**src/rtl/ipsum_pkg.sv**
```systemverilog
package ipsum_pkg;

    typedef logic [31:0] word_t;      // one GLB word, also the APB data width
    typedef logic [31:0] psum_t;      // fifo entry, zero-extended half-word
    typedef logic [15:0] glb_addr_t;  // byte address into the GLB
    typedef logic [15:0] pop_cnt_t;   // pops requested per job

    typedef struct packed {
        logic        psel;
        logic        penable;
        logic        pwrite;
        logic [11:0] paddr;
        word_t       pwdata;
    } apb_req_t;

    typedef struct packed {
        word_t prdata;
        logic  pready;
        logic  pslverr;
    } apb_rsp_t;

    typedef struct packed {
        glb_addr_t base;     // byte address of half-word zero
        pop_cnt_t  pop_num;
    } ipsum_job_t;

    typedef struct packed {
        logic      en;
        glb_addr_t addr;     // byte address, word aligned
        word_t     data;
    } glb_wr_t;

    typedef enum logic [1:0] {
        IDLE,
        POP,
        PUSH
    } ctrl_state_t;

    // apb register map
    localparam logic [11:0] REG_CTRL     = 12'h000;
    localparam logic [11:0] REG_BASE     = 12'h004;
    localparam logic [11:0] REG_POPNUM   = 12'h008;
    localparam logic [11:0] REG_STATUS   = 12'h00C;
    localparam logic [11:0] GLB_WIN_BASE = 12'h400;

endpackage

```
**src/rtl/ipsum_apb_regs.sv**
```systemverilog
`timescale 1ns/1ps

module ipsum_apb_regs (
    input  logic                  clk,
    input  logic                  rst_n,
    input  ipsum_pkg::apb_req_t   apb_req_i,
    input  logic                  done_i,
    input  logic                  fifo_empty_i,
    output ipsum_pkg::apb_rsp_t   apb_rsp_o,
    output ipsum_pkg::ipsum_job_t job_o,
    output logic                  start_o,
    output logic                  flush_o,
    output ipsum_pkg::glb_wr_t    glb_wr_o
);

    logic                 access;
    logic                 wr_en;
    logic                 in_window;
    logic [11:0]          win_off;
    ipsum_pkg::glb_addr_t base_q;
    ipsum_pkg::pop_cnt_t  pop_num_q;
    ipsum_pkg::word_t     rdata;

    assign access    = apb_req_i.psel && apb_req_i.penable;
    assign wr_en     = access && apb_req_i.pwrite;
    assign in_window = (apb_req_i.paddr >= ipsum_pkg::GLB_WIN_BASE);
    assign win_off   = apb_req_i.paddr - ipsum_pkg::GLB_WIN_BASE;

    always_ff @(posedge clk or negedge rst_n) begin
        if (!rst_n) begin
            base_q    <= '0;
            pop_num_q <= '0;
        end else if (wr_en) begin
            if (apb_req_i.paddr == ipsum_pkg::REG_BASE) begin
                base_q <= apb_req_i.pwdata[15:0];
            end
            if (apb_req_i.paddr == ipsum_pkg::REG_POPNUM) begin
                pop_num_q <= apb_req_i.pwdata[15:0];
            end
        end
    end

    // ctrl bits are self clearing, one cycle each
    always_ff @(posedge clk or negedge rst_n) begin
        if (!rst_n) begin
            start_o <= 1'b0;
            flush_o <= 1'b0;
        end else begin
            start_o <= wr_en && (apb_req_i.paddr == ipsum_pkg::REG_CTRL)
                       && apb_req_i.pwdata[0];
            flush_o <= wr_en && (apb_req_i.paddr == ipsum_pkg::REG_CTRL)
                       && apb_req_i.pwdata[1];
        end
    end

    assign job_o.base    = base_q;
    assign job_o.pop_num = pop_num_q;

    // window write goes straight to the bank in the access cycle
    assign glb_wr_o.en   = wr_en && in_window;
    assign glb_wr_o.addr = {4'd0, win_off};
    assign glb_wr_o.data = apb_req_i.pwdata;

    always_comb begin
        rdata = '0;
        unique case (apb_req_i.paddr)
            ipsum_pkg::REG_BASE:   rdata = {16'd0, base_q};
            ipsum_pkg::REG_POPNUM: rdata = {16'd0, pop_num_q};
            ipsum_pkg::REG_STATUS: rdata = {30'd0, fifo_empty_i, done_i};
            default:               rdata = '0;  // ctrl and window read as zero
        endcase
    end

    assign apb_rsp_o.prdata  = rdata;
    assign apb_rsp_o.pready  = 1'b1;  // no wait states
    assign apb_rsp_o.pslverr = 1'b0;

endmodule

```
**config.mk**
```make
export PLATFORM = sky130hd
export DESIGN_NAME = ipsum_apb_regs
export DESIGN_NICKNAME = d
export VERILOG_FILES = /design/src/rtl/ipsum_pkg.sv /design/src/rtl/ipsum_apb_regs.sv
export SDC_FILE = /design/constraint.sdc
export NUM_CORES = 1
export LEC_CHECK = 0
export BUFFER_PORTS_ARGS = -buffer_cell sky130_fd_sc_hd__buf_2
export CAP_MARGIN = 20
export CORE_ASPECT_RATIO = 1.1
export CORE_MARGIN = 1
export CORE_UTILIZATION = 40
export CTS_BUF_LIST = sky130_fd_sc_hd__clkbuf_16
export DETAILED_ROUTE_END_ITERATION = 8
export PLACE_DENSITY = 0.83
export REMOVE_ABC_BUFFERS = 1
export SYNTH_ARGS = -nofsm -noshare
export SYNTH_HDL_FRONTEND = slang
export SYNTH_SLANG_ARGS = --single-unit
```
**constraint.sdc**
```tcl
create_clock -name clk -period 1.4 [get_ports clk]
set_input_delay 0.07 -clock clk [delete_from_list [all_inputs] [get_ports clk]]
set_output_delay 0.07 -clock clk [all_outputs]
set_load 0.02 [all_outputs]
```
==> qor.txt <==
status -> completed
fraction of layout cells with a size suffix above 1 -> 62.9%
Mapped Avg Cell Area -> 11.3 µm²
CP startpoint kind -> input pin
slowest stage delay, CP -> 0.34 ns
area of the die -> 5830 µm²
worst reg-to-reg path cell count -> 2
Crit Path Class -> input pin to register
Die X -> 72.9 µm
DR WL/cell -> 15.9 µm
Min Hold Slack -> 0.0562 ns
root buffer cell -> clkbuf_16
Hold Fails Final Rpt -> 0
Design Area, Final -> 2740 µm²
family with the most delay on the worst path -> simple AND/OR/NAND/NOR gates
Port Buffers -> 113
clk slew on worst S/H paths -> 0.05 ns
Global Route Usage Sum -> 19.1%
end of the worst register-to-register path -> pop_num_q[0]
nets -> 334
post-layout minimum cycle time -> 1.35 ns
Chip Height -> 80.0 µm
Sink Count -> 34
leakage -> 1.54 nW
Critical Path RT -> 1.55 ns
Cells on Worst Hold Path -> 2
Hold Path Origin -> apb_req_i[3]
final setup margin -> 0.0516 ns
Yosys Warn Count -> 0
CP cell instances -> buf_2 > inv_1 > ha_2 > nor4bb_4 > and4_4 > buf_12 > mux2_2
#FFs+latches synth -> 34
Hold WC Path Type -> input pin to register
placed cell area -> 2530 µm²
Final period util -> 96.3%
clk_lat worst skew -> 0.27 ns
IO Count -> 168
CP bufs+invs -> 3
routability cong. -> 0.780
worst hold path endpoint -> base_q[3]
Area growth syn-to-layout -> 23.9%
HPWL after detailed placement -> 4.31 mm
CTS tree -> done
count of cell types in the netlist -> 21
CP max stage cell -> mux2_2
Max VDD drop -> 0.569 mV
DR vias -> 1640
worst reg2reg path startpoint -> pop_num_q[0]
RSZ-0062 raised after global routing -> false
Remaining DRCs -> 0
drt first pass iters -> 4
number of diodes -> 0
clk buf depth -> 2
# rows -> 28
CP max FO -> 8
vias in the first global route -> 1492
Place WS -> -0.247 ns
first-pass GRT wire length -> 8.00 mm
power per cell area -> 837 nW/µm²
post-route ant nets -> 0
Slew Viols, Final -> 0
CP endpoint kind -> register
Remaining Overflow, GRT -> 0
slack of the worst reg-to-reg path -> 0.52 ns
core area -> 5360 µm²
final setup TNS -> 0 ns
mapped cell area -> 2210 µm²
setup violators final -> 0
largest net degree at the start of global routing -> 19
skew final -> 0 ns
Fmax -> 0.742 GHz
routed wire length -> 5.65 mm
CTS H-Tree Depth -> 2
sequential area share after synthesis -> 38.5%
drt initial violations -> 68
critical path arrival -> 1.50 ns
CTS buffer count -> 5
Initial Util -> 41.2%
Max-cap violations -> 0
vias per cell -> 4.62
Overall Power -> 2.29 mW
initial antenna violation count -> 0
gate count after technology mapping -> 195
kinds of logic after synthesis:
logic type	synth area share, %
buffers and inverters	25.4
muxes	20.7
DFF	38.5
and+or+nand+nor	8.55
AOI/OAI and AO/OA	5.43
adders and majority gates	1.13
other	0.340
stage by stage:
stage | std cells | util, %
final | 355 | 51.1
after global routing | 355 | 51.1
after CTS | 353 | 49.9
after detailed placement | 346 | 47.3
after global placement | 346 | 47.3
after floorplan | 143 | -
report_power, final:
part / switching, mW / total (mW) / internal (mW)
registers: 0.000931 / 0.987 / 0.986
logic: 0.221 / 0.327 / 0.106
clock network: 0.349 / 0.979 / 0.630
per-layer routing:
| metal | GRT usage [%] | up-vias | wire length, µm |
|---|---|---|---|
| met2 | 28.8 | 83 | 2650 |
| met4 | 5.49 | 2 | 46 |
| met3 | 10.7 | 8 | 530 |
| li1 | - | 749 | - |
| met1 | 22.5 | 798 | 2370 |
| met5 | 8.08 | - | 56 |
cells in the final DEF, fill, tap and decap left out, drive strengths merged:
| master | Yosys | routed |
|---|---|---|
| a22oi | 16 | 16 |
| and2b | 1 | 1 |
| and4 | 2 | 2 |
| and4b | 2 | 2 |
| and4bb | 1 | 1 |
| buf | 68 | 129 |
| clkbuf | 4 | 6 |
| clkinv | 0 | 1 |
| conb | 2 | 22 |
| dfrtp | 34 | 34 |
| dlygate4sd3 | 0 | 1 |
| ha | 2 | 2 |
| inv | 3 | 3 |
| mux2 | 34 | 34 |
| nand3 | 1 | 1 |
| nand4 | 1 | 1 |
| nor2 | 19 | 19 |
| nor2b | 1 | 1 |
| nor4 | 1 | 1 |
| nor4bb | 3 | 3 |
worst max-delay path by stage:
stage | endpoint | startpoint | slack (ns) | cells after the start
floorplan | pop_num_q[0] | apb_req_i[42] | -0.47 | 5
global placement | pop_num_q[15] | apb_req_i[42] | -0.18 | 7
detailed placement | pop_num_q[0] | apb_req_i[42] | -0.25 | 7
CTS | pop_num_q[0] | apb_req_i[42] | 0.04 | 7
global route | apb_rsp_o[3] | pop_num_q[1] | 0.007 | 4
finish | pop_num_q[1] | apb_req_i[43] | 0.05 | 7
timing repair:
item,4_1_cts,5_1_grt
resized for setup,0,8
hold endpoints to repair,16,0
endpoints found under the setup margin,0,19
buffers inserted,0,1
hold buffers,1,0
sequential cells by signal, indices dropped and copies added (netlist names):
| register | flops |
|---|---|
| pop_num_q | 16 |
| base_q | 16 |
| start_o | 1 |
| flush_o | 1 |
cell type report:
class                      instances  area [µm²]
timing repair buffer             131         746
tap                               75        93.8
inverter                           3        11.3
multi-input combinational        106         908
sequential                        34         851
fill                             483        2620
clock buffer                       5         125
clock inverter                     1        3.75
synthesized netlist by cell type, drive strengths merged:
cell,instances,area [µm²]
a22oi,16,120
and2b,1,7.51
and4,2,17.5
and4b,2,20.0
and4bb,1,12.5
buf,68,534
clkbuf,4,15.0
conb,2,7.51
dfrtp,34,851
ha,2,25.0
inv,3,11.3
mux2,34,458
nand3,1,5.00
nand4,1,6.26
nor2,19,71.3
nor2b,1,6.26
nor4,1,12.5
nor4bb,3,30.0
Power figures use the tool's default switching activity.
