`config.mk`:
```
export PLATFORM = sky130hd
export DESIGN_NAME = ipsum_fifo_ctrl
export DESIGN_NICKNAME = d
export VERILOG_FILES = /design/src/rtl/ipsum_pkg.sv /design/src/rtl/ipsum_fifo_ctrl.sv
export SDC_FILE = /design/constraint.sdc
export NUM_CORES = 1
export LEC_CHECK = 0
export BUFFER_PORTS_ARGS = -buffer_cell sky130_fd_sc_hd__buf_2
export CORE_MARGIN = 4
export CORE_UTILIZATION = 45
export CTS_CLUSTER_DIAMETER = 30
export DETAILED_ROUTE_END_ITERATION = 12
export PLACE_DENSITY = 0.7
export SLEW_MARGIN = 20
export SYNTH_ARGS = -nofsm -noshare
export SYNTH_HDL_FRONTEND = slang
export SYNTH_SLANG_ARGS = --single-unit
```
`constraint.sdc`:
```
create_clock -name clk -period 4.3 [get_ports clk]
set_input_delay 0.86 -clock clk [delete_from_list [all_inputs] [get_ports clk]]
set_output_delay 0.86 -clock clk [all_outputs]
set_load 0.05 [all_outputs]
```
`src/rtl/ipsum_pkg.sv`:
```
package ipsum_pkg;

    typedef logic [31:0] word_t;      // one GLB word, also the APB data width
    typedef logic [31:0] psum_t;      // fifo entry, zero-extended half-word
    typedef logic [15:0] glb_addr_t;  // byte address into the GLB
    typedef logic [15:0] pop_cnt_t;   // pops requested per job

    typedef struct packed {
        logic        psel;
        logic        penable;
        logic        pwrite;
        logic [11:0] paddr;
        word_t       pwdata;
    } apb_req_t;

    typedef struct packed {
        word_t prdata;
        logic  pready;
        logic  pslverr;
    } apb_rsp_t;

    typedef struct packed {
        glb_addr_t base;     // byte address of half-word zero
        pop_cnt_t  pop_num;
    } ipsum_job_t;

    typedef struct packed {
        logic      en;
        glb_addr_t addr;     // byte address, word aligned
        word_t     data;
    } glb_wr_t;

    typedef enum logic [1:0] {
        IDLE,
        POP,
        PUSH
    } ctrl_state_t;

    // apb register map
    localparam logic [11:0] REG_CTRL     = 12'h000;
    localparam logic [11:0] REG_BASE     = 12'h004;
    localparam logic [11:0] REG_POPNUM   = 12'h008;
    localparam logic [11:0] REG_STATUS   = 12'h00C;
    localparam logic [11:0] GLB_WIN_BASE = 12'h400;

endpackage

```
`src/rtl/ipsum_fifo_ctrl.sv`:
```
`timescale 1ns/1ps

module ipsum_fifo_ctrl #(
    parameter int FIFO_DEPTH = 8
) (
    input  logic                           clk,
    input  logic                           rst_n,
    input  logic                           start_i,
    input  logic                           flush_i,
    input  ipsum_pkg::ipsum_job_t          job_i,
    input  logic                           permit_i,
    input  logic                           fifo_full_i,
    input  logic                           fifo_empty_i,
    input  logic [$clog2(FIFO_DEPTH+1)-1:0] fifo_count_i,
    input  ipsum_pkg::word_t               rd_data_i,
    output logic                           read_req_o,
    output ipsum_pkg::glb_addr_t           rd_addr_o,
    output logic                           push_o,
    output ipsum_pkg::psum_t               push_data_o,
    output logic                           pop_o,
    output logic                           fifo_flush_o,
    output logic                           done_o
);

    localparam int CNT_W = $clog2(FIFO_DEPTH + 1);

    ipsum_pkg::ctrl_state_t cs, ns;
    ipsum_pkg::ipsum_job_t  job_q;
    ipsum_pkg::glb_addr_t   read_ptr;
    ipsum_pkg::pop_cnt_t    pop_cnt;
    logic [CNT_W-1:0]       inflight;    // permitted reads whose push is still pending
    logic [CNT_W:0]         fill_sum;
    logic                   half_sel_q;  // address bit 1 of the read being returned
    logic                   last_pop;

    always_ff @(posedge clk or negedge rst_n) begin
        if (!rst_n) begin
            cs <= ipsum_pkg::IDLE;
        end else begin
            cs <= ns;
        end
    end

    assign last_pop = pop_o && (pop_cnt == job_q.pop_num - 16'd1);

    always_comb begin
        ns = cs;
        unique case (cs)
            ipsum_pkg::IDLE: begin
                // a zero-length job has nothing to do
                if (start_i && job_i.pop_num != '0) begin
                    ns = fifo_empty_i ? ipsum_pkg::PUSH : ipsum_pkg::POP;
                end
            end
            ipsum_pkg::POP: begin
                if (last_pop) begin
                    ns = ipsum_pkg::IDLE;
                end else if (fifo_empty_i) begin
                    ns = ipsum_pkg::PUSH;
                end
            end
            ipsum_pkg::PUSH: begin
                if (fifo_full_i) begin
                    ns = ipsum_pkg::POP;
                end
            end
            default: ns = ipsum_pkg::IDLE;
        endcase
    end

    // job is sampled every idle cycle, frozen once running
    always_ff @(posedge clk or negedge rst_n) begin
        if (!rst_n) begin
            job_q <= '0;
        end else if (cs == ipsum_pkg::IDLE) begin
            job_q <= job_i;
        end
    end

    always_ff @(posedge clk or negedge rst_n) begin
        if (!rst_n) begin
            pop_cnt <= '0;
        end else if (cs == ipsum_pkg::IDLE) begin
            pop_cnt <= '0;
        end else if (pop_o) begin
            pop_cnt <= pop_cnt + 16'd1;
        end
    end

    assign fifo_flush_o = flush_i && (cs == ipsum_pkg::IDLE);

    // half-word pointer, survives job boundaries
    always_ff @(posedge clk or negedge rst_n) begin
        if (!rst_n) begin
            read_ptr <= '0;
        end else if (fifo_flush_o) begin
            read_ptr <= '0;
        end else if (permit_i) begin
            read_ptr <= read_ptr + 16'd2;
        end
    end

    assign rd_addr_o = job_q.base + read_ptr;

    always_ff @(posedge clk or negedge rst_n) begin
        if (!rst_n) begin
            inflight <= '0;
        end else begin
            inflight <= inflight + CNT_W'(permit_i) - CNT_W'(push_o);
        end
    end

    assign fill_sum   = fifo_count_i + inflight;
    assign read_req_o = (cs == ipsum_pkg::PUSH) && (fill_sum < FIFO_DEPTH);

    // push lines up with the glb read latency
    always_ff @(posedge clk or negedge rst_n) begin
        if (!rst_n) begin
            push_o     <= 1'b0;
            half_sel_q <= 1'b0;
        end else begin
            push_o <= permit_i;
            if (permit_i) begin
                half_sel_q <= rd_addr_o[1];
            end
        end
    end

    assign push_data_o = half_sel_q ? {16'd0, rd_data_i[31:16]} : {16'd0, rd_data_i[15:0]};

    assign pop_o  = (cs == ipsum_pkg::POP) && !fifo_empty_i;
    assign done_o = (cs == ipsum_pkg::IDLE);

    // request throttling must keep the fifo from overflowing
    a_no_push_full: assert property (@(posedge clk) disable iff (!rst_n)
        push_o |-> !fifo_full_i);

    a_inflight_fits: assert property (@(posedge clk) disable iff (!rst_n)
        (int'(inflight) + int'(fifo_count_i)) <= FIFO_DEPTH);

endmodule

```
==> impl_metrics.tcl <==
set metrics [dict create \
    tightest_slew_ps 904.4 \
    final_area_sq_mm 0.005369 \
    grt_max_degree 46 \
    design.core.area_sq_mm 0.009910 \
    final_core_util_pct 54.18 \
    cts_hold_buf 0 \
    multi_input_area_sq_mm 0.002634 \
    drc 0 \
    clkLatencyLatePin_ps 350 \
    cts_root_buf "clkbuf_8" \
    required_ps 3440 \
    hp-class "register to register" \
    skew_ps 9.736 \
    rr_worst_depth 8 \
    synth-seq-area-share_pct 38.41 \
    worst_hold_slack_ps 490.2 \
    start_util_pct 46.68 \
    routed_wl_mm 11.23 \
    dpl-instance-area_sq_mm 0.005204 \
    first_global_vias 3973 \
    avgViaCountPerCell 5.218 \
    antenna_found_initial 0 \
    io_buffers 111 \
    area.growth.synth_to_final_pct 16.07 \
    ys_types 61 \
    nFillCells 948 \
    fin_crit_sh_pct 83.09 \
    async_reset_ff_share_pct 100.0 \
    rows 36 \
    gr-usage-all-layers_pct 19.76 \
    die_w_microns 109.4 \
    grt_overflow_total 0 \
    die-area_sq_mm 0.01197 \
    synth_ff_type "dfrtp_1" \
    wl_met2_mm 5.262 \
    io_pins 128 \
    path_clk_slew_ps 80 \
    ant_nets 0 \
    fin_nets 723 \
    fin_ws_ps 727.2 \
    ctsResizeCount 0 \
    r2r-start "job_q[0]$_DFFE_PN0P_" \
    stdcell_count 761 \
    dp_slack_ps 1117 \
    antenna_cells 0 \
    cp-end-kind "primary output" \
    setup_viol 0 \
    finalMaxSlewViolations 0 \
    report.power.total_mw 3.677 \
    dp_hpwl_mm 8.539 \
    synth_edf_count 0 \
    avgSynthCellArea_sq_um 8.878 \
    drv_cap 0 \
    top_layer_used "met4" \
    cp.arrival_ps 2710 \
    clockBufferDepth 2 \
    vias 3971 \
    clock_sinks 71 \
    gp_congestion 0.9093 \
    rrSetupSlack_ps 1700 \
    numCtsBuffers 9 \
    drtIter0Drc 215 \
    placed_cells 745 \
    outcome "complete, no violations" \
    endpoint "rd_addr_o[13]" \
    synth_seq_cells 71 \
    ir_worst_vdd_mv 0.4704 \
    min_period_ps 3573 \
    cts_setup_buffers 0 \
    synth_warnings 0 \
    cts_tree "done" \
    first_pass_iters 4 \
    routedWlPerCell_microns 14.75 \
    critical_path_class "register to primary output" \
    cts_max_level 3 \
    drive_above_1_share_pct 25.48 \
    rsz0062_at_grt "no" \
    seqCellArea_sq_mm 0.001777 \
    fmax_mhz 279.9 \
    setup_tns_ps 0 \
    relSlewSlack_pct 39.71 \
    die_height_microns 109.4 \
    powerDensity_mw_per_mm2 684.8 \
    p_leak_nw 2.723 \
    grt_pass1_wl_mm 18.69 \
    cp-start-kind "register" \
    cp-startpoint "read_ptr[2]$_DFFE_PN0N_" \
    netlist_instances 521 \
    hold_viol_final 0 \
    wl_met1_mm 5.053 \
    regToRegEndpoint "cs[0]$_DFFE_PN0P_" \
    cp_max_fo 6 \
    routed-wl-met3_microns 732 \
    synth_area_sq_mm 0.004626 \
]
## sequential cells by signal, summed over array words and instances (netlist names)
name and flops:
cs 2, read_ptr 15, push_o 1, pop_cnt 16, inflight 4, half_sel_q 1, job_q 32
## layer usage
| layer | up-vias | track usage, % |
|---|---|---|
| met5 | - | 0 |
| met4 | 0 | 7.569 |
| met3 | 10 | 4.345 |
| met2 | 132 | 32.39 |
| met1 | 1859 | 25.51 |
| li1 | 1970 | - |
## worst max-delay path, cell delays in order (launching register included)
cell       delay [ps]
dfrtp_1           440
ha_1              330
a211oi_1          310
nor4_1            130
o2111ai_1         290
nand2_1           160
o31ai_1           270
xnor2_1           150
buf_2             280
## final cells by class
type / instances / area share, %
inverter: 13 / 0.9089
timing repair buffer: 114 / 10.77
tap: 133 / 3.100
clock buffer: 10 / 2.377
clock inverter: 6 / 0.6991
sequential: 71 / 33.09
multi-input combinational: 414 / 49.06
## report_power, final
group          total, mW  internal, mW  switching, mW
Combinational       2.07         0.685           1.38
Clock              0.463         0.206          0.257
Sequential          1.15         0.873          0.274
Total               3.68          1.76           1.91
## synthesized netlist by cell type (2+ instances only)
master,instances,area share (%)
a2111oi_0,3,0.57
a211oi_1,3,0.49
a21o_1,4,0.65
a21oi_1,11,1.2
a31o_2,2,0.38
a31oi_1,3,0.41
and2_1,2,0.27
and3_1,4,0.54
buf_4,17,2.8
buf_6,2,0.49
clkbuf_1,17,1.4
dfrtp_1,71,38
ha_1,24,6.5
inv_1,11,0.89
inv_2,2,0.16
mux2_2,17,4.1
mux2i_1,8,1.7
nand2_1,120,9.7
nand2b_1,6,0.81
nand3_1,15,1.6
nand3b_1,3,0.49
nand4_1,9,1.2
nor2_1,35,2.8
nor2b_1,3,0.41
nor3_1,6,0.65
nor3b_1,2,0.32
nor4_1,8,1.1
o2111ai_1,2,0.38
o211ai_1,6,0.97
o21ai_0,15,1.6
o21ai_1,3,0.32
o31ai_1,5,0.81
or2_1,2,0.27
or3_1,4,0.54
or4_1,5,0.81
xnor2_1,30,5.7
xor2_1,17,3.2
## worst min path at each step
stage | from | to | slack (ps) | cells after the start
6_report | job_q[24]$_DFFE_PN0P_ | job_q[24]$_DFFE_PN0P_ | 490 | 2
5_1_grt | job_q[29]$_DFFE_PN0P_ | job_q[29]$_DFFE_PN0P_ | 520 | 2
4_1_cts | job_q[24]$_DFFE_PN0P_ | job_q[24]$_DFFE_PN0P_ | 500 | 2
3_5_place_dp | job_q[29]$_DFFE_PN0P_ | job_q[29]$_DFFE_PN0P_ | 470 | 2
3_3_place_gp | job_q[28]$_DFFE_PN0P_ | job_q[28]$_DFFE_PN0P_ | 470 | 2
2_1_floorplan | job_q[16]$_DFFE_PN0P_ | job_q[16]$_DFFE_PN0P_ | 450 | 2
## cells in the final DEF, fill, tap and decap left out, types with 6 or more instances in the layout
master    count
buf_2       111
inv_1        11
clkbuf_8      9
nand3_1      15
nor2_1       35
nand2_1     120
dfrtp_1      71
nand2b_1      6
a21oi_1      11
xnor2_1      30
nand4_1       9
ha_1         24
mux2_2       17
mux2i_1       8
xor2_1       17
nor3_1        6
o21ai_0      15
o211ai_1      6
nor4_1        8
conb_1       16
## kinds of logic (layout without fill, tap and decap cells)
logic type,Yosys count,after routing,share of synthesized area (%)
AND/OR/NAND/NOR,235,235,24.24
flip-flops,71,71,38.41
AO/OA/AOI/OAI,65,65,9.224
buffers and inverters,51,143,5.869
XOR/XNOR,48,48,9.386
adder cells (fa/ha/maj),25,25,6.925
multiplexers,25,25,5.870
other,1,16,0.08107
No activity file was read; power rests on OpenSTA's default activity.
