## src/rtl/ipsum_pkg.sv

```systemverilog
package ipsum_pkg;

    typedef logic [31:0] word_t;      // one GLB word, also the APB data width
    typedef logic [31:0] psum_t;      // fifo entry, zero-extended half-word
    typedef logic [15:0] glb_addr_t;  // byte address into the GLB
    typedef logic [15:0] pop_cnt_t;   // pops requested per job

    typedef struct packed {
        logic        psel;
        logic        penable;
        logic        pwrite;
        logic [11:0] paddr;
        word_t       pwdata;
    } apb_req_t;

    typedef struct packed {
        word_t prdata;
        logic  pready;
        logic  pslverr;
    } apb_rsp_t;

    typedef struct packed {
        glb_addr_t base;     // byte address of half-word zero
        pop_cnt_t  pop_num;
    } ipsum_job_t;

    typedef struct packed {
        logic      en;
        glb_addr_t addr;     // byte address, word aligned
        word_t     data;
    } glb_wr_t;

    typedef enum logic [1:0] {
        IDLE,
        POP,
        PUSH
    } ctrl_state_t;

    // apb register map
    localparam logic [11:0] REG_CTRL     = 12'h000;
    localparam logic [11:0] REG_BASE     = 12'h004;
    localparam logic [11:0] REG_POPNUM   = 12'h008;
    localparam logic [11:0] REG_STATUS   = 12'h00C;
    localparam logic [11:0] GLB_WIN_BASE = 12'h400;

endpackage

```

## src/rtl/ipsum_fifo.sv

```systemverilog
`timescale 1ns/1ps

module ipsum_fifo #(
    parameter int FIFO_DEPTH = 8
) (
    input  logic                            clk,
    input  logic                            rst_n,
    input  logic                            flush_i,
    input  logic                            push_i,
    input  ipsum_pkg::psum_t                push_data_i,
    input  logic                            pop_i,
    output ipsum_pkg::psum_t                rd_data_o,
    output logic                            rd_valid_o,
    output logic                            full_o,
    output logic                            empty_o,
    output logic [$clog2(FIFO_DEPTH+1)-1:0] count_o
);

    localparam int CNT_W = $clog2(FIFO_DEPTH + 1);
    localparam int PTR_W = (FIFO_DEPTH > 1) ? $clog2(FIFO_DEPTH) : 1;

    ipsum_pkg::psum_t mem [FIFO_DEPTH];
    logic [PTR_W-1:0] wr_ptr, rd_ptr;
    logic [CNT_W-1:0] count;
    logic             do_push, do_pop;

    assign do_push = push_i && !full_o;
    assign do_pop  = pop_i && !empty_o;

    always_ff @(posedge clk or negedge rst_n) begin
        if (!rst_n) begin
            wr_ptr <= '0;
            rd_ptr <= '0;
            count  <= '0;
        end else if (flush_i) begin
            wr_ptr <= '0;
            rd_ptr <= '0;
            count  <= '0;
        end else begin
            if (do_push) begin
                wr_ptr <= (wr_ptr == PTR_W'(FIFO_DEPTH - 1)) ? '0 : wr_ptr + 1'b1;
            end
            if (do_pop) begin
                rd_ptr <= (rd_ptr == PTR_W'(FIFO_DEPTH - 1)) ? '0 : rd_ptr + 1'b1;
            end
            count <= count + CNT_W'(do_push) - CNT_W'(do_pop);
        end
    end

    always_ff @(posedge clk) begin
        if (do_push && !flush_i) begin
            mem[wr_ptr] <= push_data_i;
        end
        if (do_pop) begin
            rd_data_o <= mem[rd_ptr];  // registered read
        end
    end

    always_ff @(posedge clk or negedge rst_n) begin
        if (!rst_n) begin
            rd_valid_o <= 1'b0;
        end else begin
            rd_valid_o <= do_pop && !flush_i;
        end
    end

    assign count_o = count;
    assign full_o  = (count == CNT_W'(FIFO_DEPTH));
    assign empty_o = (count == '0);

    a_no_overflow: assert property (@(posedge clk) disable iff (!rst_n)
        push_i |-> !full_o);

    a_no_underflow: assert property (@(posedge clk) disable iff (!rst_n)
        pop_i |-> !empty_o);

endmodule

```

## config.mk

```make
export PLATFORM = sky130hd
export DESIGN_NAME = ipsum_fifo
export DESIGN_NICKNAME = d
export VERILOG_FILES = /design/src/rtl/ipsum_pkg.sv /design/src/rtl/ipsum_fifo.sv
export SDC_FILE = /design/constraint.sdc
export NUM_CORES = 1
export LEC_CHECK = 0
export BUFFER_PORTS_ARGS = -buffer_cell sky130_fd_sc_hd__buf_2
export CAP_MARGIN = 25
export CORE_ASPECT_RATIO = 1.2
export CORE_MARGIN = 4
export CORE_UTILIZATION = 35
export CTS_CLUSTER_DIAMETER = 50
export CTS_CLUSTER_SIZE = 28
export DETAILED_ROUTE_END_ITERATION = 12
export PLACE_DENSITY = 0.62
export SETUP_SLACK_MARGIN = 0.4
export SYNTH_ARGS = -nofsm -noshare
export SYNTH_HDL_FRONTEND = slang
export SYNTH_SLANG_ARGS = --single-unit
```

## constraint.sdc

```tcl
create_clock -name clk -period 9.9 [get_ports clk]
set_input_delay 0.99 -clock clk [delete_from_list [all_inputs] [get_ports clk]]
set_output_delay 0.99 -clock clk [all_outputs]
set_load 0.03 [all_outputs]
```

==> results of run 1 <==
==> routing by layer <==
layer,part of all wire (%),routed length [µm],vias to the layer above
met2,53,11100,84
met4,1.8,379,4
met5,0.16,34,-
li1,-,-,2196
met1,41,8740,2586
met3,4.0,844,28
==> worst min path at each step <==
stage / start / end / slack [ns] / cells after the start
after floorplan: wr_ptr[0] / wr_ptr[0] / 0.57 / 2
after detailed placement: wr_ptr[0] / wr_ptr[0] / 0.62 / 2
final: rst_n / rd_ptr[2] / 0.34 / 1
after global routing: rst_n / rd_valid_o / 0.33 / 1
after global placement: wr_ptr[0] / wr_ptr[0] / 0.59 / 2
after CTS: rst_n / rd_valid_o / 0.32 / 1
==> final cells by class <==
type,count,area (µm²),area share (%)
Sequential cell,299,8930,68.1
Timing Repair Buffer,87,587,4.47
Clock buffer,21,526,4.01
Tap cell,401,502,3.82
Multi-Input combinational cell,156,2300,17.5
Clock inverter,17,239,1.82
Inverter,9,33.8,0.258
==> power by group through the flow <==
stage | logic, W | clock network (W) | registers, W
2_1_floorplan | 0.000268 | 0 | 0.00166
3_3_place_gp | 0.000480 | 0 | 0.00159
3_5_place_dp | 0.000497 | 0 | 0.00159
4_1_cts | 0.000502 | 0.000973 | 0.00156
5_1_grt | 0.000534 | 0.00102 | 0.00157
6_report | 0.000491 | 0.000942 | 0.00155
==> critical path: stages, from the launching register on <==
cell and delay, ns:
sky130_fd_sc_hd__dfrtp_1 0.38, sky130_fd_sc_hd__inv_1 0.11, sky130_fd_sc_hd__ha_1 0.15, sky130_fd_sc_hd__or3b_1 0.39, sky130_fd_sc_hd__inv_1 0.21, sky130_fd_sc_hd__buf_2 0.24
==> registers in the layout, indices dropped and copies added, names as in the netlist <==
signal,flops
rd_ptr,3
wr_ptr,3
mem,256
rd_valid_o,1
count_o,4
rd_data_o,32
==> cell families after synthesis <==
logic type	synth area share, %
compound gates	0.564
xor+xnor	0.0774
fa+ha+maj	1.28
buf+inv	1.39
flops	78.9
mux	16.1
simple gates	1.75
==> cell usage after synthesis (2+ instances only) <==
| cell | number | area [µm²] |
|---|---|---|
| sky130_fd_sc_hd__edfxtp_1 | 288 | 8650 |
| sky130_fd_sc_hd__mux4_1 | 5 | 131 |
| sky130_fd_sc_hd__buf_6 | 6 | 67.6 |
| sky130_fd_sc_hd__nor2_1 | 10 | 37.5 |
| sky130_fd_sc_hd__mux4_2 | 59 | 1330 |
| sky130_fd_sc_hd__o21ai_0 | 6 | 30.0 |
| sky130_fd_sc_hd__mux2_2 | 32 | 360 |
| sky130_fd_sc_hd__a21oi_1 | 5 | 25.0 |
| sky130_fd_sc_hd__nor2b_1 | 2 | 12.5 |
| sky130_fd_sc_hd__dfrtp_1 | 11 | 275 |
| sky130_fd_sc_hd__inv_1 | 9 | 33.8 |
| sky130_fd_sc_hd__clkbuf_1 | 8 | 30.0 |
| sky130_fd_sc_hd__ha_1 | 10 | 125 |
| sky130_fd_sc_hd__nand3_1 | 6 | 30.0 |
| sky130_fd_sc_hd__buf_2 | 3 | 15.0 |
| sky130_fd_sc_hd__nor3_1 | 4 | 20.0 |
| sky130_fd_sc_hd__buf_1 | 3 | 11.3 |
| sky130_fd_sc_hd__nand4b_1 | 2 | 17.5 |
| sky130_fd_sc_hd__or3b_1 | 2 | 17.5 |
| sky130_fd_sc_hd__nand2b_1 | 6 | 37.5 |
==> metrics by stage <==
step                power (W)  setup slack [ns]  utilization [%]  cells  cell area (µm²)
finish                0.00299              6.91             41.5    990            13100
global route          0.00312              6.83             41.5    990            13100
CTS                   0.00303              6.89             41.4    989            13100
detailed placement    0.00208              7.00             39.0    951            12300
global placement      0.00207              6.39             38.5    944            12200
floorplan             0.00192              5.88                -    484            11300
==> run summary, run 1 <==
## Timing
• **Tmin final** 2.99 ns
• **max_slew headroom** 34.8%
• **Final setup viols** 0
• **Max Clock Skew** 0.0192 ns
• **final total negative setup slack** 0 ns
• **setup repair after global routing missed its margin** no
• **number of max-slew violations in the final report** 0
• **Max Freq** 0.335 GHz
• **count of endpoints failing hold in the final timing report** 0
• **Worst Max-Slew Pin Slew** 0.978 ns
• **smallest hold slack** 0.335 ns
• **share of the cycle needed by the critical path after routing** 30.2%

## Setup path
• **Worst R2R Start** count_o[2]
• **kind of capture point of the worst setup path** output pin
• **Worst Reg2Reg Path Length in Cells** 10
• **required time worst endpoint** 8.91 ns
• **worst setup path startpoint** count_o[2]
• **Critical Path End** empty_o
• **Worst Setup Start Kind** flop
• **Register-to-Register Setup Slack** 7.29 ns
• **Reg-to-Reg End** count_o[1]
• **critical path arrival** 2.00 ns
• **worst setup path class** reg -> out
• **critical-path maximum fanout** 7

## Pwr
• **clock network fraction of total power** 31.5%
• **proportion of power drawn by flip-flops and latches** 52.0%
• **Max IR drop VDD** 0.112 mV
• **fraction of power consumed by combinational cells** 16.4%
• **internal portion of total power** 0.00217 W
• **Net Sw Frac** 27.2%
• **Switching Power** 0.000814 W
• **leakage dissipation** 4.19 nW
• **power density relative to cell area** 228 mW/mm²

## Yosys
• **Ys Warns** 0
• **predominant post-synthesis flop cell** sky130_fd_sc_hd__edfxtp_1
• **post-synth cell types** 27
• **sequential cell area fraction in the yosys report** 78.9%
• **post-synthesis instance area** 0.0113 mm²
• **register bit total from synthesis** 299
• **nets in the synthesized netlist** 532
• **Post-synth ARST share** 3.68%
• **number of flops mapped to enable cells by yosys** 288
• **number of cells produced by synthesis** 484
• **mean post-synth cell area** 23.4 µm²

## Clock tree
• **CTS root buffer** sky130_fd_sc_hd__clkbuf_16
• **Clk pin slew, worst setup/hold paths** 0.08 ns
• **Clock Sinks** 299
• **post-cts repair resize count** 0
• **Clock H-tree levels** 1
• **deepest clock path buffer count** 3
• **buffer count from post-CTS setup fixing** 0
• **number of CTS-inserted buffers** 21
• **later-pin clock latency in the skew report** 0.53 ns
• **hold bufs inserted after CTS** 0
• **CTS tree** done

## Placement
• **IO buf count** 75
• **placer's final routability congestion estimate** 0.689
• **detailed-placement wirelength estimate** 12700 µm

## Global route
• **first-pass GRT wire length** 32900 µm
• **GR Util met2** 21.7%
• **number of global-route vias before repair** 5457
• **met3 track demand over resource** 2.30%
• **antenna violations before repair** 2
• **maximum number of pins on one net before global-route repair** 67
• **most heavily used metal layer in global routing** met2
• **GRT met1 Usage** 15.6%
• **residual overflow from global routing** 0
• **Global Route Usage Sum** 12.2%

## Final layout
• **top library cells by usage in the layout, fill and taps aside** sky130_fd_sc_hd__edfxtp_1, sky130_fd_sc_hd__buf_2, sky130_fd_sc_hd__mux4_2
• **fin nets** 622
• **most common cell after layout, fill and taps aside** sky130_fd_sc_hd__edfxtp_1
• **Area growth, synth to finish** 15.9%
• **number of diodes** 0
• **fraction of layout instances using a drive strength above 1** 38.7%
• **fill cell instance count of the final layout** 2747

## Floorplan
• **total number of placement rows** 71
• **CORE AREA** 0.0316 mm²
• **Chip Height** 205 µm
• **horizontal die dimension** 172 µm
• **io pins** 76
• **area of the die** 0.0353 mm²
• **Initial Util** 35.8%

## Drt
• **routed len/inst** 21.3 µm
• **remaining number of nets flagged by the antenna check after routing** 0
• **starting DRC count in detailed routing** 217
• **sum of routed wire length over all layers** 21100 µm
• **routed vias/inst** 4.95
• **drc violations** 0
• **Vias** 4898
• **drt first pass iters** 4

## Flow run
• **Max Cap Violations** 0

## Min path
• **path category of the worst min-delay check** in -> async

## Status
• **run status** completed

Note: power is estimated with default switching activity, not from simulation.
==> inputs of run 2 (changes only) <==
==> constraint.sdc (replaced) <==
create_clock -name clk -period 3.09 [get_ports clk]
set_input_delay 0.309 -clock clk [delete_from_list [all_inputs] [get_ports clk]]
set_output_delay 0.309 -clock clk [all_outputs]
set_load 0.03 [all_outputs]
==> run 2 against run 1 <==
Largest cell class unchanged. Worst setup slack got worse by 6.4 ns. Register-to-register slack got worse by 6.8 ns. Power increased to 3.4 times the previous value. Non-clock buffer count increased by 9. First-iteration DRC count increased by 62%. Clock skew about the same. Sequential power increased to 3.2 times the previous value. Clock-buffer cell count increased by 6.
==> run summary, run 2 (synthesized netlist as in run 1, its figures left out) <==
## Timing
• **Max Clock Skew** 0.0194 ns, +0.000174 ns
• **setup repair after global routing missed its margin** no
• **Tmin final** 2.56 ns
• **Worst Max-Slew Pin Slew** 0.608 ns, -0.371 ns
• **share of the cycle needed by the critical path after routing** 82.9%
• **max_slew headroom** 59.5%, +25 points
• **Final setup viols** 0, unchanged
• **final worst-path setup slack** 0.529 ns, -6.38 ns
• **number of max-slew violations in the final report** 0, unchanged
• **count of endpoints failing hold in the final timing report** 0, unchanged
• **Max Freq** 0.391 GHz
• **final total negative setup slack** 0 ns, unchanged

## Drt
• **routed len/inst** 22.0 µm, +3.0%
• **Vias** 5059, +3.3%
• **drt first pass iters** 6, +2
• **sum of routed wire length over all layers** 22200 µm, +5.1%
• **remaining number of nets flagged by the antenna check after routing** 0, unchanged
• **drc violations** 0, unchanged
• **starting DRC count in detailed routing** 352, +62%
• **routed vias/inst** 5.01, +1.2%

## Placement
• **detailed-placement wirelength estimate** 13000 µm, +2.4%
• **worst slack after detailed placement** 0.524 ns, -6.47 ns
• **IO buf count** 75, unchanged
• **placer's final routability congestion estimate** 0.689, about the same
• **placed cell count** 959, +0.84%
• **placed cell areas** 0.0123 mm², about the same

## Final layout
• **fraction of layout instances using a drive strength above 1** 41.8%, +3.1 points
• **most common cell after layout, fill and taps aside** sky130_fd_sc_hd__edfxtp_1
• **top library cells by usage in the layout, fill and taps aside** sky130_fd_sc_hd__edfxtp_1, sky130_fd_sc_hd__buf_2, sky130_fd_sc_hd__mux4_2
• **Area growth, synth to finish** 17.9%
• **fin nets** 636, +2.3%
• **fill cell instance count of the final layout** 2711, -1.3%
• **top register by number of flip-flops** mem
• **final core utilization** 42.2%, +0.71 points
• **final instance count without filler cells** 1010, +2.0%
• **cell area after layout** 0.0133 mm², +1.7%
• **Largest register FFs** 256, unchanged

## Clock tree
• **later-pin clock latency in the skew report** 0.54 ns, about the same
• **deepest clock path buffer count** 3, unchanged
• **CTS root buffer** sky130_fd_sc_hd__clkbuf_16
• **Clock H-tree levels** 1, unchanged
• **Clk pin slew, worst setup/hold paths** 0.08 ns, about the same
• **Clock Sinks** 299, unchanged
• **CTS tree** done
• **number of CTS-inserted buffers** 26, +24%

## Pwr
• **power density relative to cell area** 761 mW/mm², +230%
• **leakage dissipation** 4.30 nW, +2.7%
• **Max IR drop VDD** 0.409 mV, +270%

## Floorplan
• **io pins** 76, unchanged
• **area of the die** 0.0353 mm², unchanged
• **CORE AREA** 0.0316 mm², unchanged
• **total number of placement rows** 71, unchanged
• **Chip Height** 205 µm, unchanged
• **Initial Util** 35.8%, unchanged
• **horizontal die dimension** 172 µm, unchanged

## Setup path
• **worst setup path class** reg -> reg
• **kind of capture point of the worst setup path** flop
• **critical path arrival** 2.97 ns, +0.97 ns
• **Worst Reg2Reg Path Length in Cells** 10, unchanged
• **required time worst endpoint** 3.50 ns, -5.41 ns
• **critical-path maximum fanout** 7, unchanged
• **Worst Setup Start Kind** flop

## Global route
• **number of global-route vias before repair** 5647, +3.5%
• **maximum number of pins on one net before global-route repair** 67, unchanged
• **residual overflow from global routing** 0, unchanged
• **antenna violations before repair** 3, +1
• **Global Route Usage Sum** 12.9%, +0.72 points
• **first-pass GRT wire length** 34200 µm, +4.1%

## Status
• **run status** completed

## Min path
• **cell count of the worst hold path** 1
• **path category of the worst min-delay check** in -> reg

## Flow run
• **Max Cap Violations** 0, unchanged

==> run 2: stage by stage <==
stage | power [W] | hold slack, ns
6_report | 0.0102 | 0.0343
5_1_grt | 0.0106 | 0.0145
4_1_cts | 0.0103 | 0.00607
3_5_place_dp | 0.00675 | 0.204
3_3_place_gp | 0.00670 | 0.193
2_1_floorplan | 0.00619 | 0.0134
==> run 2: cell type report <==
cell class                 instances  area, µm²  share of cell area (%)
antenna                            1       2.50                  0.0188
clock inverter                    21        292                    2.18
sequential                       299       8930                    67.0
inverter                           9       37.5                   0.281
timing repair buffer              96        581                    4.35
clock buffer                      27        676                    5.06
multi-input combinational        156       2320                    17.4
tap                              401        502                    3.76
==> run 2: what timing repair did <==
action,4_1_cts,5_1_grt
endpoints found under the hold margin,11,0
hold buffers,1,0
buffers inserted,0,0
resized for setup,0,0
==> run 2: final timing paths <==
| check | start | endpoint | slack [ns] |
|---|---|---|---|
| max in group asynchronous | rst_n | rd_ptr[1] | 2.65 |
| worst min-delay path | push_data_i[24] | mem[4][24] | 0.03 |
| min in group asynchronous | rst_n | count_o[1] | 0.19 |
| worst max register to register | count_o[2] | count_o[1] | 0.53 |
| worst min register to register | wr_ptr[0] | wr_ptr[0] | 0.65 |
| worst max-delay path | count_o[2] | count_o[1] | 0.53 |
==> run 2: metal layers <==
layer | global-route usage (%) | routed length (µm) | up-vias
met1 | 15.9 | 8860 | 2676
met3 | 2.80 | 1200 | 33
met2 | 23.5 | 11800 | 103
met4 | 2.64 | 291 | 6
li1 | - | - | 2241
met5 | 0 | 28 | -
==> run 2: power by group <==
group	switching [W]	total (W)	internal (W)
clock network	0.00165	0.00354	0.00189
logic	0.000991	0.00165	0.000662
registers	0.000162	0.00496	0.00480
==> run 2: worst max-delay path, cell delays in order (launching register included) <==
cell and delay, ns:
sky130_fd_sc_hd__dfrtp_2 0.40, sky130_fd_sc_hd__inv_2 0.08, sky130_fd_sc_hd__ha_1 0.17, sky130_fd_sc_hd__or3b_1 0.48
sky130_fd_sc_hd__and2_1 0.24, sky130_fd_sc_hd__inv_1 0.06, sky130_fd_sc_hd__ha_1 0.23, sky130_fd_sc_hd__inv_1 0.07
sky130_fd_sc_hd__ha_2 0.18, sky130_fd_sc_hd__fa_2 0.42, sky130_fd_sc_hd__nor2b_1 0.13
==> inputs of run 3 (changes only) <==
--- a/config.mk
+++ b/config.mk
@@ -5,6 +5,7 @@
 export SDC_FILE = /design/constraint.sdc
 export NUM_CORES = 1
 export LEC_CHECK = 0
+export ABC_AREA = 1
 export BUFFER_PORTS_ARGS = -buffer_cell sky130_fd_sc_hd__buf_2
 export CAP_MARGIN = 25
 export CORE_ASPECT_RATIO = 1.2
==> constraint.sdc (replaced) <==
create_clock -name clk -period 2.4 [get_ports clk]
set_input_delay 0.24 -clock clk [delete_from_list [all_inputs] [get_ports clk]]
set_output_delay 0.24 -clock clk [all_outputs]
set_load 0.03 [all_outputs]
==> run 3 against run 2 <==
The run now ends with hold timing left. Design area up 18%. Clock skew down 0.0041 ns. Routed wire length up 29%. Maximum frequency up 25%. Critical path type unchanged. Critical endpoint unchanged. Largest power group unchanged.
==> run summary, run 3 <==
## Status
• **run status** finished with violations
• **failing checks** hold timing

## Yosys
• **top-count cell post-synth** sky130_fd_sc_hd__nand2_1
• **Post-synth ARST share** 3.68%, unchanged
• **number of cells produced by synthesis** 1231, +150%
• **post-synthesis instance area** 0.0129 mm², +14%
• **Yosys top cell area share** 67.2%, -9.2 points
• **nets in the synthesized netlist** 1279, +140%
• **cell accounting for the most synthesized area** sky130_fd_sc_hd__edfxtp_1
• **mean post-synth cell area** 10.4 µm², -55%
• **post-synth cell types** 19, -30%
• **biggest area contributors in the synthesized netlist** sky130_fd_sc_hd__edfxtp_1, sky130_fd_sc_hd__nand2_1, sky130_fd_sc_hd__inv_1
• **sequential cell area fraction in the yosys report** 69.4%, -9.5 points
• **register bit total from synthesis** 299, unchanged
• **Ys Warns** 0, unchanged
• **number of flops mapped to enable cells by yosys** 288, unchanged
• **most common library cells after synthesis** sky130_fd_sc_hd__nand2_1, sky130_fd_sc_hd__edfxtp_1, sky130_fd_sc_hd__inv_1
• **predominant post-synthesis flop cell** sky130_fd_sc_hd__edfxtp_1

## Clock tree
• **Clock H-tree levels** 1, unchanged
• **Clk pin slew, worst setup/hold paths** 0.07 ns, about the same
• **CTS tree** done
• **CTS root buffer** sky130_fd_sc_hd__clkbuf_16
• **number of CTS-inserted buffers** 25, -3.8%
• **deepest clock path buffer count** 3, unchanged
• **later-pin clock latency in the skew report** 0.53 ns, about the same
• **Clock Sinks** 299, unchanged

## Final layout
• **Largest register FFs** 256, unchanged
• **top register by number of flip-flops** mem
• **fraction of layout instances using a drive strength above 1** 14.5%, -27 points
• **fin nets** 1417, +120%
• **top library cells by usage in the layout, fill and taps aside** sky130_fd_sc_hd__nand2_1, sky130_fd_sc_hd__edfxtp_1, sky130_fd_sc_hd__inv_1
• **most common cell after layout, fill and taps aside** sky130_fd_sc_hd__nand2_1
• **Area growth, synth to finish** 22.1%

## Pwr
• **leakage dissipation** 7.01 nW, +63%
• **power density relative to cell area** 914 mW/mm², +20%
• **Overall Power** 0.0144 W, +41%
• **Max IR drop VDD** 0.647 mV, +58%

## Timing
• **share of the cycle needed by the critical path after routing** 85.1%, +2.3 points
• **count of endpoints failing hold in the final timing report** 3, +3
• **Worst Max-Slew Pin Slew** 0.764 ns, +0.156 ns
• **setup repair after global routing missed its margin** yes
• **Tmin final** 2.04 ns, -0.518 ns
• **Max Clock Skew** 0.0152 ns, -0.00414 ns
• **Final setup viols** 0, unchanged
• **number of max-slew violations in the final report** 0, unchanged
• **smallest hold slack** -0.0631 ns, -0.0974 ns
• **Max Freq** 0.489 GHz, +25%
• **max_slew headroom** 49.0%, -10 points

## Min path
• **cell count of the worst hold path** 2, +1
• **hold wc startpoint** flush_i
• **path category of the worst min-delay check** in -> reg

## Setup path
• **worst setup path class** reg -> reg
• **kind of capture point of the worst setup path** flop
• **Worst Setup Start Kind** flop
• **worst setup path startpoint** count_o[2]
• **critical-path maximum fanout** 3, -4
• **critical path arrival** 2.50 ns, -0.47 ns
• **Worst R2R Start** count_o[2]
• **Worst Reg2Reg Path Length in Cells** 11, +1
• **required time worst endpoint** 2.85 ns, -0.65 ns

## Drt
• **starting DRC count in detailed routing** 426, +21%
• **remaining number of nets flagged by the antenna check after routing** 0, unchanged
• **routed vias/inst** 4.47, -11%
• **routed len/inst** 15.4 µm, -30%
• **drt first pass iters** 4, -2
• **sum of routed wire length over all layers** 28700 µm, +29%
• **Vias** 8309, +64%
• **drc violations** 0, unchanged

## Floorplan
• **area of the die** 0.0399 mm², +13%
• **Chip Height** 218 µm, +6.4%
• **Initial Util** 35.6%, -0.19 points
• **io pins** 76, unchanged
• **CORE AREA** 0.0361 mm², +14%
• **total number of placement rows** 76, +7.0%
• **horizontal die dimension** 183 µm, +6.3%

## Global route
• **maximum number of pins on one net before global-route repair** 67, unchanged
• **Global Route Usage Sum** 13.2%, +0.28 points
• **antenna violations before repair** 2, -1
• **number of global-route vias before repair** 8329, +47%
• **first-pass GRT wire length** 42800 µm, +25%
• **residual overflow from global routing** 0, unchanged

## Placement
• **IO buf count** 75, unchanged
• **placer's final routability congestion estimate** 0.755, +9.7%
• **detailed-placement wirelength estimate** 15300 µm, +18%

## Flow run
• **Max Cap Violations** 0, unchanged

run 3: path summary, 6_finish.rpt:
kind | slack (ns) | end
worst min-delay path | -0.06 | count_o[0]
max in group asynchronous | 2.05 | rd_ptr[0]
min in group asynchronous | 0.12 | rd_ptr[0]
worst max-delay path | 0.36 | count_o[1]
worst max register to register | 0.36 | count_o[1]
worst min register to register | 0.58 | rd_ptr[2]
run 3: metal layers:
layer / wire length [µm] / track usage [%] / share of wire (%)
met3: 1340 / 1.90 / 4.7
met5: 0 / 0 / 0
met4: 649 / 3.40 / 2.3
met1: 11800 / 16.4 / 41
met2: 14900 / 24.2 / 52
run 3: timing repair:
action	4_1_cts	5_1_grt
resized for setup	4	11
endpoints found under the hold margin	241	11
setup endpoints to repair	5	244
pin swaps	3	5
buffers inserted	4	14
cloned	0	12
hold buffers	32	1
run 3: cell type report:
type | instances | area [µm²]
Tap cell | 468 | 586
Inverter | 276 | 1040
Clock buffer | 26 | 629
Fill cell | 3297 | 20400
Timing Repair Buffer | 161 | 1540
Multi-Input combinational cell | 606 | 2760
Sequential cell | 299 | 8930
Clock inverter | 20 | 206
Antenna cell | 2 | 5.00
run 3: where the power goes:
part           internal (W)  switching (W)  total [W]
registers           0.00624       0.000180    0.00642
clock network       0.00212        0.00200    0.00412
logic               0.00123        0.00257    0.00381
total               0.00960        0.00476     0.0144
run 3: logic make-up after synthesis:
kind of cell	after synthesis	synth area share [%]
and+or+nand+nor	593	18.9
buffers and inverters	326	10.5
DFF	299	69.4
adders and majority gates	11	1.13
AOI/OAI and AO/OA	1	0.0389
xor gates and xnor gates	1	0.0681
run 3: critical path, stage by stage, from the launching register on:
cell and delay (ns):
sky130_fd_sc_hd__dfrtp_2 0.41, sky130_fd_sc_hd__inv_2 0.09, sky130_fd_sc_hd__ha_4 0.14, sky130_fd_sc_hd__nand3_4 0.08, sky130_fd_sc_hd__nand2_4 0.08, sky130_fd_sc_hd__clkinvlp_4 0.09, sky130_fd_sc_hd__ha_4 0.27, sky130_fd_sc_hd__inv_2 0.04
sky130_fd_sc_hd__ha_4 0.15, sky130_fd_sc_hd__fa_2 0.51, sky130_fd_sc_hd__inv_1 0.04, sky130_fd_sc_hd__nor2_1 0.08
run 3: metrics by stage:
stage | instances | worst slack, ns | TNS (ns) | area [µm²] | utilization [%]
after detailed placement | 1747 | 0.241 | 0 | 14000 | 38.8
after global routing | 1857 | 0.260 | 0 | 15700 | 43.4
final | 1858 | 0.357 | 0 | 15700 | 43.4
after floorplan | 1231 | -0.262 | -2.89 | 13000 | -
after global placement | 1747 | 0.320 | 0 | 14000 | 38.8
after CTS | 1829 | 0.334 | 0 | 15200 | 42.1
